## src/source/tag_lookup_defs.svh

```systemverilog
`ifndef TAG_LOOKUP_DEFS_SVH
`define TAG_LOOKUP_DEFS_SVH

// processing units served by the lookup block.
`define TAG_NUM_PU 4

// tag table geometry.
`define TAG_TABLE_DEPTH 16
`define TAG_TABLE_IDX_NBITS 4

// entry fields.
`define TAG_KEY_NBITS 16
`define TAG_RCI_NBITS 12

// per-PU read data split into two half words in the memory.
`define TAG_PU_WIDTH_NBITS 32

// result memory with the status in word 0 and the results in words 1..4.
`define TAG_RESULT_DEPTH_NBITS 3
`define TAG_MAX_RESULTS 8

`endif
```

## src/source/tag_lookup_pkg.sv

```systemverilog
`include "tag_lookup_defs.svh"

package tag_lookup_pkg;

	typedef logic [$clog2(`TAG_NUM_PU)-1:0] pu_id_t;
	typedef logic [`TAG_KEY_NBITS-1:0] tag_key_t;
	typedef logic [`TAG_RCI_NBITS-1:0] rci_t;
	typedef logic [`TAG_TABLE_IDX_NBITS-1:0] table_idx_t;
	typedef logic [$clog2(`TAG_MAX_RESULTS)-1:0] result_num_t; // ordinal within a lookup.
	typedef logic [$clog2(`TAG_MAX_RESULTS+1)-1:0] lookup_status_t; // 0..8 results.
	typedef logic [`TAG_RESULT_DEPTH_NBITS-1:0] result_addr_t;

	typedef struct packed {
		logic valid;
		tag_key_t key;
		rci_t rci;
	} tag_entry_t;

	typedef struct packed {
		pu_id_t pu;
		tag_key_t key;
	} lookup_req_t;

	typedef struct packed {
		logic valid;
		pu_id_t pu;
		result_num_t num;
		rci_t rci;
	} tag_result_t;

	typedef struct packed {
		logic valid;
		pu_id_t pu;
		lookup_status_t count;
	} tag_status_t;

	typedef struct packed {
		result_addr_t addr;
	} io_cmd_t;

	typedef enum logic [1:0] {
		ST_IDLE,
		ST_SCAN,
		ST_DRAIN,
		ST_STATUS
	} lookup_state_e;

endpackage

```

## src/source/tag_lookup_top.sv

```systemverilog
`include "tag_lookup_defs.svh"

module tag_lookup_top (
	input logic clk,
	input logic arst_n,
	input logic lookup_valid,
	input tag_lookup_pkg::lookup_req_t lookup_req,
	output logic lookup_ready,
	output logic lookup_done,
	input logic cfg_wr,
	input tag_lookup_pkg::table_idx_t cfg_idx,
	input tag_lookup_pkg::tag_entry_t cfg_entry,
	input logic [`TAG_NUM_PU-1:0] io_req,
	input tag_lookup_pkg::io_cmd_t io_cmd [`TAG_NUM_PU],
	output logic [`TAG_NUM_PU-1:0] io_ack,
	output logic [`TAG_PU_WIDTH_NBITS-1:0] io_ack_data [`TAG_NUM_PU]
);

	import tag_lookup_pkg::*;

	table_idx_t scan_idx;
	logic scan_last;
	logic scan_clear;
	logic scan_step;
	tag_entry_t rd_entry;
	tag_result_t tag_result;
	tag_status_t tag_status;

	tag_table i_table (
		.clk(clk),
		.arst_n(arst_n),
		.cfg_wr(cfg_wr),
		.cfg_idx(cfg_idx),
		.cfg_entry(cfg_entry),
		.rd_idx(scan_idx),
		.rd_entry(rd_entry)
	);

	tag_scan_counter i_counter (
		.clk(clk),
		.arst_n(arst_n),
		.scan_clear(scan_clear),
		.scan_step(scan_step),
		.scan_idx(scan_idx),
		.scan_last(scan_last)
	);

	tag_lookup_fsm i_fsm (
		.clk(clk),
		.arst_n(arst_n),
		.lookup_valid(lookup_valid),
		.lookup_req(lookup_req),
		.lookup_ready(lookup_ready),
		.scan_last(scan_last),
		.scan_clear(scan_clear),
		.scan_step(scan_step),
		.rd_entry(rd_entry),
		.tag_result(tag_result),
		.tag_status(tag_status),
		.lookup_done(lookup_done)
	);

	tag_result_mem #(
		.NUM_PU(`TAG_NUM_PU)
	) i_result_mem (
		.clk(clk),
		.arst_n(arst_n),
		.tag_result(tag_result),
		.tag_status(tag_status),
		.io_req(io_req),
		.io_cmd(io_cmd),
		.io_ack(io_ack),
		.io_ack_data(io_ack_data)
	);

endmodule

```

## src/source/tag_result_mem.sv

```systemverilog
`include "tag_lookup_defs.svh"

module tag_result_mem #(
	parameter int NUM_PU = `TAG_NUM_PU
) (
	input logic clk,
	input logic arst_n,
	input tag_lookup_pkg::tag_result_t tag_result,
	input tag_lookup_pkg::tag_status_t tag_status,
	input logic [NUM_PU-1:0] io_req,
	input tag_lookup_pkg::io_cmd_t io_cmd [NUM_PU],
	output logic [NUM_PU-1:0] io_ack,
	output logic [`TAG_PU_WIDTH_NBITS-1:0] io_ack_data [NUM_PU]
);

	import tag_lookup_pkg::*;

	localparam int HALF = `TAG_PU_WIDTH_NBITS / 2;

	logic [NUM_PU-1:0] req_d1;
	logic [NUM_PU-1:0] req_d2;
	io_cmd_t cmd_d1 [NUM_PU];

	logic [NUM_PU-1:0] wr_l;
	logic [NUM_PU-1:0] wr_h;
	result_addr_t waddr;
	logic [HALF-1:0] wdata_l;
	logic [HALF-1:0] wdata_h;
	logic [HALF-1:0] rdata_l [NUM_PU];
	logic [HALF-1:0] rdata_h [NUM_PU];

	// status goes to word 0, result n to word n/2+1.
	assign waddr = tag_status.valid ? '0 :
		result_addr_t'(tag_result.num >> 1) + result_addr_t'(1);
	assign wdata_l = tag_status.valid ? HALF'(tag_status.count) : HALF'(tag_result.rci);
	assign wdata_h = tag_status.valid ? '0 : HALF'(tag_result.rci);

	for (genvar p = 0; p < NUM_PU; p++) begin : g_pu
		logic st_sel;
		logic res_sel;

		assign st_sel = tag_status.valid & (tag_status.pu == pu_id_t'(p));
		assign res_sel = tag_result.valid & ~tag_status.valid &
			(tag_result.pu == pu_id_t'(p));
		assign wr_l[p] = st_sel | (res_sel & tag_result.num[0]); // odd ordinal.
		assign wr_h[p] = st_sel | (res_sel & ~tag_result.num[0]);

		ram_1r1w #(
			.WIDTH(HALF),
			.DEPTH_NBITS(`TAG_RESULT_DEPTH_NBITS)
		) i_ram_h (
			.clk(clk),
			.wr(wr_h[p]),
			.waddr(waddr),
			.din(wdata_h),
			.raddr(cmd_d1[p].addr),
			.dout(rdata_h[p])
		);

		ram_1r1w #(
			.WIDTH(HALF),
			.DEPTH_NBITS(`TAG_RESULT_DEPTH_NBITS)
		) i_ram_l (
			.clk(clk),
			.wr(wr_l[p]),
			.waddr(waddr),
			.din(wdata_l),
			.raddr(cmd_d1[p].addr),
			.dout(rdata_l[p])
		);
	end

	always_ff @(posedge clk) begin
		cmd_d1 <= io_cmd;
	end

	// request pipeline lines up with the registered RAM read.
	always_ff @(posedge clk or negedge arst_n) begin
		if (!arst_n) begin
			req_d1 <= '0;
			req_d2 <= '0;
			io_ack <= '0;
			for (int i = 0; i < NUM_PU; i++) begin
				io_ack_data[i] <= '0;
			end
		end else begin
			req_d1 <= io_req;
			req_d2 <= req_d1;
			io_ack <= req_d2;
			for (int i = 0; i < NUM_PU; i++) begin
				io_ack_data[i] <= req_d2[i] ? {rdata_h[i], rdata_l[i]} : '0;
			end
		end
	end

endmodule

```

## src/source/ram_1r1w.sv

```systemverilog
module ram_1r1w #(
	parameter int WIDTH = 16,
	parameter int DEPTH_NBITS = 3
) (
	input logic clk,
	input logic wr,
	input logic [DEPTH_NBITS-1:0] waddr,
	input logic [WIDTH-1:0] din,
	input logic [DEPTH_NBITS-1:0] raddr,
	output logic [WIDTH-1:0] dout
);

	logic [WIDTH-1:0] mem [2**DEPTH_NBITS];

	always_ff @(posedge clk) begin
		if (wr) begin
			mem[waddr] <= din;
		end
		dout <= mem[raddr]; // old data on a same-cycle write.
	end

endmodule

```

## src/source/tag_lookup_fsm.sv

```systemverilog
`include "tag_lookup_defs.svh"

module tag_lookup_fsm (
	input logic clk,
	input logic arst_n,
	input logic lookup_valid,
	input tag_lookup_pkg::lookup_req_t lookup_req,
	output logic lookup_ready,
	input logic scan_last,
	output logic scan_clear,
	output logic scan_step,
	input tag_lookup_pkg::tag_entry_t rd_entry,
	output tag_lookup_pkg::tag_result_t tag_result,
	output tag_lookup_pkg::tag_status_t tag_status,
	output logic lookup_done
);

	import tag_lookup_pkg::*;

	lookup_state_e state;
	lookup_state_e state_nxt;
	lookup_req_t req_q;
	lookup_status_t hit_cnt;
	logic accept;
	logic cmp_vld;
	logic hit;
	logic store;

	assign accept = lookup_valid & lookup_ready;

	always_comb begin
		state_nxt = state;
		case (state)
			ST_IDLE: begin
				if (accept) begin
					state_nxt = ST_SCAN;
				end
			end
			ST_SCAN: begin
				if (scan_last) begin
					state_nxt = ST_DRAIN;
				end
			end
			ST_DRAIN: state_nxt = ST_STATUS; // compare of the last entry.
			ST_STATUS: state_nxt = ST_IDLE;
			default: state_nxt = ST_IDLE;
		endcase
	end

	always_ff @(posedge clk or negedge arst_n) begin
		if (!arst_n) begin
			state <= ST_IDLE;
			lookup_ready <= 1'b0;
			cmp_vld <= 1'b0;
			hit_cnt <= '0;
		end else begin
			state <= state_nxt;
			lookup_ready <= (state_nxt == ST_IDLE);
			cmp_vld <= (state == ST_SCAN); // table read lags the index by one.
			if (accept) begin
				hit_cnt <= '0;
			end else if (store) begin
				hit_cnt <= hit_cnt + lookup_status_t'(1);
			end
		end
	end

	// request held for the whole scan.
	always_ff @(posedge clk) begin
		if (accept) begin
			req_q <= lookup_req;
		end
	end

	assign scan_clear = accept;
	assign scan_step = (state == ST_SCAN) & ~scan_last;

	assign hit = cmp_vld & rd_entry.valid & (rd_entry.key == req_q.key);
	assign store = hit & (hit_cnt < lookup_status_t'(`TAG_MAX_RESULTS)); // first eight only.

	assign tag_result.valid = store;
	assign tag_result.pu = req_q.pu;
	assign tag_result.num = result_num_t'(hit_cnt);
	assign tag_result.rci = rd_entry.rci;

	assign tag_status.valid = (state == ST_STATUS);
	assign tag_status.pu = req_q.pu;
	assign tag_status.count = hit_cnt;

	assign lookup_done = (state == ST_STATUS);

endmodule

```

## src/source/tag_scan_counter.sv

```systemverilog
`include "tag_lookup_defs.svh"

module tag_scan_counter (
	input logic clk,
	input logic arst_n,
	input logic scan_clear,
	input logic scan_step,
	output tag_lookup_pkg::table_idx_t scan_idx,
	output logic scan_last
);

	import tag_lookup_pkg::*;

	localparam table_idx_t LAST_IDX = table_idx_t'(`TAG_TABLE_DEPTH - 1);

	always_ff @(posedge clk or negedge arst_n) begin
		if (!arst_n) begin
			scan_idx <= '0;
		end else if (scan_clear) begin
			scan_idx <= '0; // new lookup starts at entry 0.
		end else if (scan_step) begin
			scan_idx <= scan_idx + table_idx_t'(1);
		end
	end

	// final entry issued this cycle.
	assign scan_last = (scan_idx == LAST_IDX);

endmodule

```

## src/source/tag_table.sv

```systemverilog
`include "tag_lookup_defs.svh"

module tag_table (
	input logic clk,
	input logic arst_n,
	input logic cfg_wr,
	input tag_lookup_pkg::table_idx_t cfg_idx,
	input tag_lookup_pkg::tag_entry_t cfg_entry,
	input tag_lookup_pkg::table_idx_t rd_idx,
	output tag_lookup_pkg::tag_entry_t rd_entry
);

	import tag_lookup_pkg::*;

	tag_entry_t entries [`TAG_TABLE_DEPTH];

	// every entry invalid out of reset.
	always_ff @(posedge clk or negedge arst_n) begin
		if (!arst_n) begin
			for (int i = 0; i < `TAG_TABLE_DEPTH; i++) begin
				entries[i] <= '0;
			end
		end else if (cfg_wr) begin
			entries[cfg_idx] <= cfg_entry;
		end
	end

	// registered read one cycle behind the index.
	always_ff @(posedge clk) begin
		rd_entry <= entries[rd_idx];
	end

endmodule

```

## config.mk

```make
export PLATFORM = sky130hd
export DESIGN_NAME = tag_lookup_top
export DESIGN_NICKNAME = d
export VERILOG_FILES = /design/src/source/tag_lookup_pkg.sv /design/src/source/tag_lookup_top.sv /design/src/source/tag_result_mem.sv /design/src/source/ram_1r1w.sv /design/src/source/tag_lookup_fsm.sv /design/src/source/tag_scan_counter.sv /design/src/source/tag_table.sv
export VERILOG_INCLUDE_DIRS = /design/src /design/src/source
export SDC_FILE = /design/constraint.sdc
export NUM_CORES = 1
export LEC_CHECK = 0
export BUFFER_PORTS_ARGS = -buffer_cell sky130_fd_sc_hd__buf_2
export CAP_MARGIN = 30
export CORE_UTILIZATION = 55
export DETAILED_ROUTE_END_ITERATION = 7
export PLACE_DENSITY = 0.74
export SYNTH_ARGS = -nofsm -noshare
export SYNTH_HDL_FRONTEND = slang
export SYNTH_HIERARCHICAL = 1
export SYNTH_SLANG_ARGS = --single-unit
```

## constraint.sdc

```tcl
create_clock -name clk -period 6 [get_ports clk]
set_input_delay 1.2 -clock clk [delete_from_list [all_inputs] [get_ports clk]]
set_output_delay 1.2 -clock clk [all_outputs]
set_load 0.02 [all_outputs]
```

=== Word level (Yosys, flattened, before mapping) ===
Memories as Yosys holds them, arrays and structs flattened. A register that Yosys moved wholly into a read port is not among the register bits.
Index checks and enable logic that the tools add are counted.

* Bits in registers: 803
* RAM bits: 768
* Bits of input ports: 71
* Output and inout bits: 134
* Word-level logic and storage cells: 177
* Memories kept: 8

{| class="wikitable"
|+ Memories
! name !! depth !! width !! rd ports !! clocked after Yosys merged registers in !! write ports !! line !! RTL
|-
| i_result_mem.g_pu[0].i_ram_h.mem || 8 || 12 || 1 || 1 || 1 || ram_1r1w.sv:13 || <nowiki>logic [WIDTH-1:0] mem [2**DEPTH_NBITS];</nowiki>
|-
| i_result_mem.g_pu[0].i_ram_l.mem || 8 || 12 || 1 || 1 || 1 || ram_1r1w.sv:13 ||
|-
| i_result_mem.g_pu[1].i_ram_h.mem || 8 || 12 || 1 || 1 || 1 || ram_1r1w.sv:13 ||
|-
| i_result_mem.g_pu[1].i_ram_l.mem || 8 || 12 || 1 || 1 || 1 || ram_1r1w.sv:13 ||
|-
| i_result_mem.g_pu[2].i_ram_h.mem || 8 || 12 || 1 || 1 || 1 || ram_1r1w.sv:13 ||
|-
| i_result_mem.g_pu[2].i_ram_l.mem || 8 || 12 || 1 || 1 || 1 || ram_1r1w.sv:13 ||
|-
| +2 memories || -- || -- || -- || -- || -- || -- ||
|}

* Add/subtract/negate cells: 3
* Order comparisons: 4
* Eq/ne operators: 8
* Muxes and demuxes: 36
* Bitwise gates (word level): 35
* Reduce and logical (&&, ||, !) cells: 6

{| class="wikitable"
|+ Operators with widths
! operator !! count
|-
| 464-bit bitwise mux || 1
|-
| 32-bit two-way mux || 4
|-
| 29-bit binary-select mux with 4-bit select || 1
|-
| 29-bit demux with 4-bit select || 1
|-
| 29-bit two-way mux || 3
|-
| 12-bit two-way mux || 2
|-
| 1-bit bitwise AND || 22
|-
| 16-bit equality test || 1
|-
| 1-bit two-way mux || 16
|-
| 4-bit two-way mux || 4
|-
| 5-bit greater-or-equal comparator (second input constant) || 2
|-
| 4-bit NOT with 5-bit output || 2
|-
| 4-bit by 1-bit adder with 4-bit output (second input constant) || 2
|-
| 2-bit equality test (second input constant) || 4
|-
| 1-bit bitwise OR || 8
|-
| 2-bit one-hot mux with 4 select lines || 1
|-
| 2-bit zero test || 3
|-
| 5-bit by 1-bit < comparator with 1-bit output (second input constant) || 1
|-
| 2-bit by 1-bit equality test with 1-bit output (second input constant) || 2
|-
| 4-bit equality test (second input constant) || 1
|-
| 4-bit < comparator (second input constant) || 1
|-
| 2-bit two-way mux || 2
|-
| 2-bit nonzero test || 2
|-
| 2-bit by 1-bit adder with 3-bit output (second input constant) || 1
|-
| 3 further kinds || 5
|}

=== Longest topological paths before layout ===
* Depth in word-level cells: 9
* Gate-level depth with buffers: 10
* Depth with buffers taken out: 8

=== Modules after synthesis ===
The synthesis kept the hierarchy.

{| class="wikitable"
|+ Modules (own cells, without submodules)
! module !! times used !! cells an instance !! area an instance (µm²) !! seq. area each (µm²)
|-
| ram_1r1w || 8 || 214 || 5293.8 || 4164.0
|-
| tag_table || 1 || 1305 || 21310.4 || 12191.7
|-
| tag_result_mem || 1 || 332 || 4904.7 || 3743.6
|-
| tag_lookup_fsm || 1 || 100 || 1263.7 || 740.7
|-
| tag_scan_counter || 1 || 17 || 198.9 || 100.1
|}

=== Worst setup path before layout ===
OpenSTA, ideal clock, no wires.

* Path type: register -> register
* Start point: register i_fsm.state[1]
* End point: memory i_result_mem/g_pu[1].i_ram_h/mem[3][0] (netlist bit) (enable)
* Setup time: 388 ps
* Arrival: 3258 ps
* Required time: 5612 ps
* Slack: 2354 ps
* Cell stages (with the launch flop): 8
* Path buffers: 3
* Period minus slack after synthesis: 3646 ps
* Cells stage by stage: dfrtp_1 and2_1 buf_4 buf_6 buf_4 nor2b_1 nand2_1 nor2_1

* Elaborated cells between the ends (all ways): 10
* Those cells by class: eq/ne (1); mux (3); bitwise (6)

{| class="wikitable"
|+ RTL lines
! what !! line !! RTL
|-
| from (decl) || tag_lookup_fsm.sv:20 || <nowiki>lookup_state_e state;</nowiki>
|-
| from (signal assigned) || tag_lookup_fsm.sv:57 || <nowiki>state <= state_nxt;</nowiki>
|-
| 2-bit equality test || -- ||
|-
| named net lookup_done || tag_lookup_top.sv:9 || <nowiki>output logic lookup_done,</nowiki>
|-
| 3-bit two-way mux || tag_result_mem.sv:33 || <nowiki>assign waddr = tag_status.valid ? '0 :</nowiki>
|-
| named net i_result_mem.waddr[1] || tag_result_mem.sv:26 || <nowiki>result_addr_t waddr;</nowiki>
|-
| to (decl) || ram_1r1w.sv:13 ||
|}

The timed path passes the listed nets, and every way through them passes these cells.

==> results.cfg <==
[placed_design]
dp_hpwl_um = 81200
routabilityCongestion = 0.760
io_buffers = 204

[setup_path]
worst_setup_path_start_kind = flip-flop
worstPathCellList = xnor2_1, nand4_1, or4_1, nor3_1, nand4bb_1, o21ai_0, nand2_1, nor2_1, buf_4
cp-end-kind = flip-flop
worstSetupPathType = flip-flop to flip-flop
slowest_delay_ns = 0.80
cp.required_ns = 6.50
worstPathMaxFanout = 11
worstPathArrival_ns = 4.52
cp_slowest_cell = nor3_1

[timing]
setup_viol = 0
fin_tns_setup_ns = 0
slew_headroom_pct = 29.7
rsz0062_at_grt = false
drv_slew = 0
final.period_utilization_pct = 67.0
hold_violations = 0
fin_skew_ns = 0.0451
period_needed_ns = 4.02
max_freq_ghz = 0.249
hold_ws_ns = 0.347
tightest_slew_ns = 1.05

[synthesis]
ys_types = 53
ys_warn_count = 6
ys_async_sr_fraction_pct = 33.7
synth_top_flop_cell = edfxtp_1
synth_area_leader_cell = edfxtp_1
syn-cell-area_um2 = 70000
yosysMostFrequentCell = edfxtp_1
synth_edf_count = 1042
yosysTopAreaCellShare_pct = 44.7
ys_seq_area_share_pct = 71.5
synthCells = 3466
ys_seq_elements = 1827
yosys-top-cells-count = edfxtp_1, dfrtp_1, mux2_2
synth_area_leaders = edfxtp_1, dfrtp_1, mux2_2
avgSynthCellArea_um2 = 20.2

[run]
max-cap-violations = 0

[floorplan]
die-width_um = 359
row_count = 130
dieArea_um2 = 129000
start_util_pct = 55.6
boundaryPins = 205
core_um2 = 126000
fp.dieH_um = 359

[grt]
grt_usage_pct = 22.7
grt_first_pass_wirelength_um = 218000
busiest_layer = met2
grtUsageMet3_pct = 4.20
grt_pass1_vias = 34606
grt_start_max_net_pins = 184
use_met1_pct = 31.8
gr-usage-met2_pct = 36.9
grt_overflow = 0
antenna_found_initial = 23

[clock_tree]
clkLatencyLatePin_ns = 0.81
cts_tree = done
cts.root.buffer_cell = clkbuf_16
htreeDepth = 4
cts_setup_buffers = 0
clk_pin_slew_ns = 0.06
cts_made_buffers = 177
clock_path_buffers = 3
cts_resized = 0
clock-sinks = 1827
ctsHoldBuffers = 0

[layout]
drive_above_1_share_pct = 33.8
multi_input_area_um2 = 19800
nNetsFinal = 4084
fillers = 8406
syn2layout_area_growth_pct = 14.3
ff_latch_area_um2 = 50100

[run_status]
status = finished, final reports clean

[drt]
num_vias = 33195
drtPass1Iterations = 5
ant_nets = 0
wl_per_cell_um = 24.7
drc = 0
viasPerCell = 5.71
wl_um = 144000
initialDrtViolationCount = 2487

[power_and_ir_drop]
leakage_nw = 30.7
switching_share_pct = 25.3
powerDensity_nw_per_um2 = 390
internal_power_mw = 23.3
p_comb_share_pct = 15.4
power.share.sequential_pct = 50.1
power_mw = 31.2
clkPwrFrac_pct = 34.4
irDropWorstVdd_mv = 0.315
p_switching_mw = 7.91

[worst_hold_path]
worst_hold_path_type = flip-flop to flip-flop
cell families after synthesis:
| kind of cell | count (synthesis) | synth area share [%] |
|---|---|---|
| other cells | 1 | 0.00535 |
| xor+xnor | 17 | 0.213 |
| flops | 1827 | 71.5 |
| compound gates | 82 | 0.867 |
| buf+inv | 230 | 1.89 |
| fa+ha+maj | 3 | 0.0536 |
| simple gates | 340 | 2.68 |
| mux | 966 | 22.8 |
cell type report:
type / count / share of cell area [%]
Multi-Input combinational cell: 1664 / 24.8
Tap cell: 1650 / 2.58
Clock buffer: 264 / 6.36
Timing Repair Buffer: 335 / 2.82
Antenna cell: 3 / 0.00938
Clock inverter: 64 / 0.771
Sequential cell: 1827 / 62.6
Inverter: 5 / 0.0250
critical path: cells and delay by family (launching register included):
family                    cells  cell delay (ns)
AOI/OAI and AO/OA             1             0.33
xor gates and xnor gates      1             0.18
buffers and inverters         1             0.32
and+or+nand+nor               6             2.49
DFF                           1             0.39
cells in the final DEF, fill, tap and decap left out, types with 30 or more instances in the layout:
master / netlist / routed
clkinv_2: 0 / 30
dfrtp_1: 616 / 614
nor2_1: 62 / 54
and2_1: 130 / 129
nand2_1: 53 / 53
conb_1: 1 / 256
mux4_2: 148 / 148
a22oi_1: 58 / 58
clkbuf_16: 0 / 180
dfxtp_1: 169 / 158
edfxtp_1: 1042 / 1042
clkbuf_1: 60 / 55
buf_2: 60 / 203
mux2_2: 582 / 582
mux4_1: 224 / 224
buf_4: 23 / 115
power by group through the flow:
stage / combinational (mW) / clock (mW) / sequential, mW
floorplan: 3.27 / 0 / 15.7
global placement: 4.55 / 0 / 16.0
detailed placement: 4.71 / 0 / 16.0
CTS: 4.73 / 11.0 / 15.8
global route: 5.15 / 11.5 / 15.8
finish: 4.82 / 10.8 / 15.7
worst paths after layout:
check | depth (start not counted) | slack (ns) | startpoint | to
max | 9 | 1.98 | i_fsm/req_q[11]$_DFFE_PP_ | i_result_mem/g_pu[1].i_ram_l/mem[5][2]$_DFFE_PP_
min | 0 | 0.35 | i_result_mem/req_d1[3]$_DFF_PN0_ | i_result_mem/req_d2[3]$_DFF_PN0_
max reg2reg | 9 | 1.98 | i_fsm/req_q[11]$_DFFE_PP_ | i_result_mem/g_pu[1].i_ram_l/mem[5][2]$_DFFE_PP_
min reg2reg | 0 | 0.35 | i_result_mem/req_d1[3]$_DFF_PN0_ | i_result_mem/req_d2[3]$_DFF_PN0_
max in group asynchronous | 2 | 4.16 | arst_n | i_table/entries[93]$_DFFE_PN0P_
min in group asynchronous | 1 | 0.38 | arst_n | i_table/entries[432]$_DFFE_PN0P_
registers in the layout, indices dropped and copies added, names as in the netlist, 12 cells and up:
name	count
i_result_mem/g_pu.i_ram_h/dout	64
i_result_mem/cmd_d1	12
i_table/rd_entry	29
i_table/entries	464
i_result_mem/io_ack_data	128
i_result_mem/g_pu.i_ram_h/mem	512
i_result_mem/g_pu.i_ram_l/dout	64
i_fsm/req_q	16
i_result_mem/g_pu.i_ram_l/mem	512
metal layers:
metal / routed length (um) / vias to the layer above
met4: 2960 / 26
met1: 60800 / 17463
met5: 168 / -
li1: - / 14492
met3: 8740 / 244
met2: 71100 / 970
stage by stage:
stage               utilization [%]  setup WS (ns)  area, um2  cells
CTS                            63.5           1.97      79900   5805
finish                         63.6           1.98      80000   5812
global placement               58.8           2.20      74000   5470
detailed placement             58.9           2.00      74200   5477
floorplan                         -           2.35      71000   3721
global route                   63.6           1.67      80000   5809
Power figures use the tool's default switching activity.
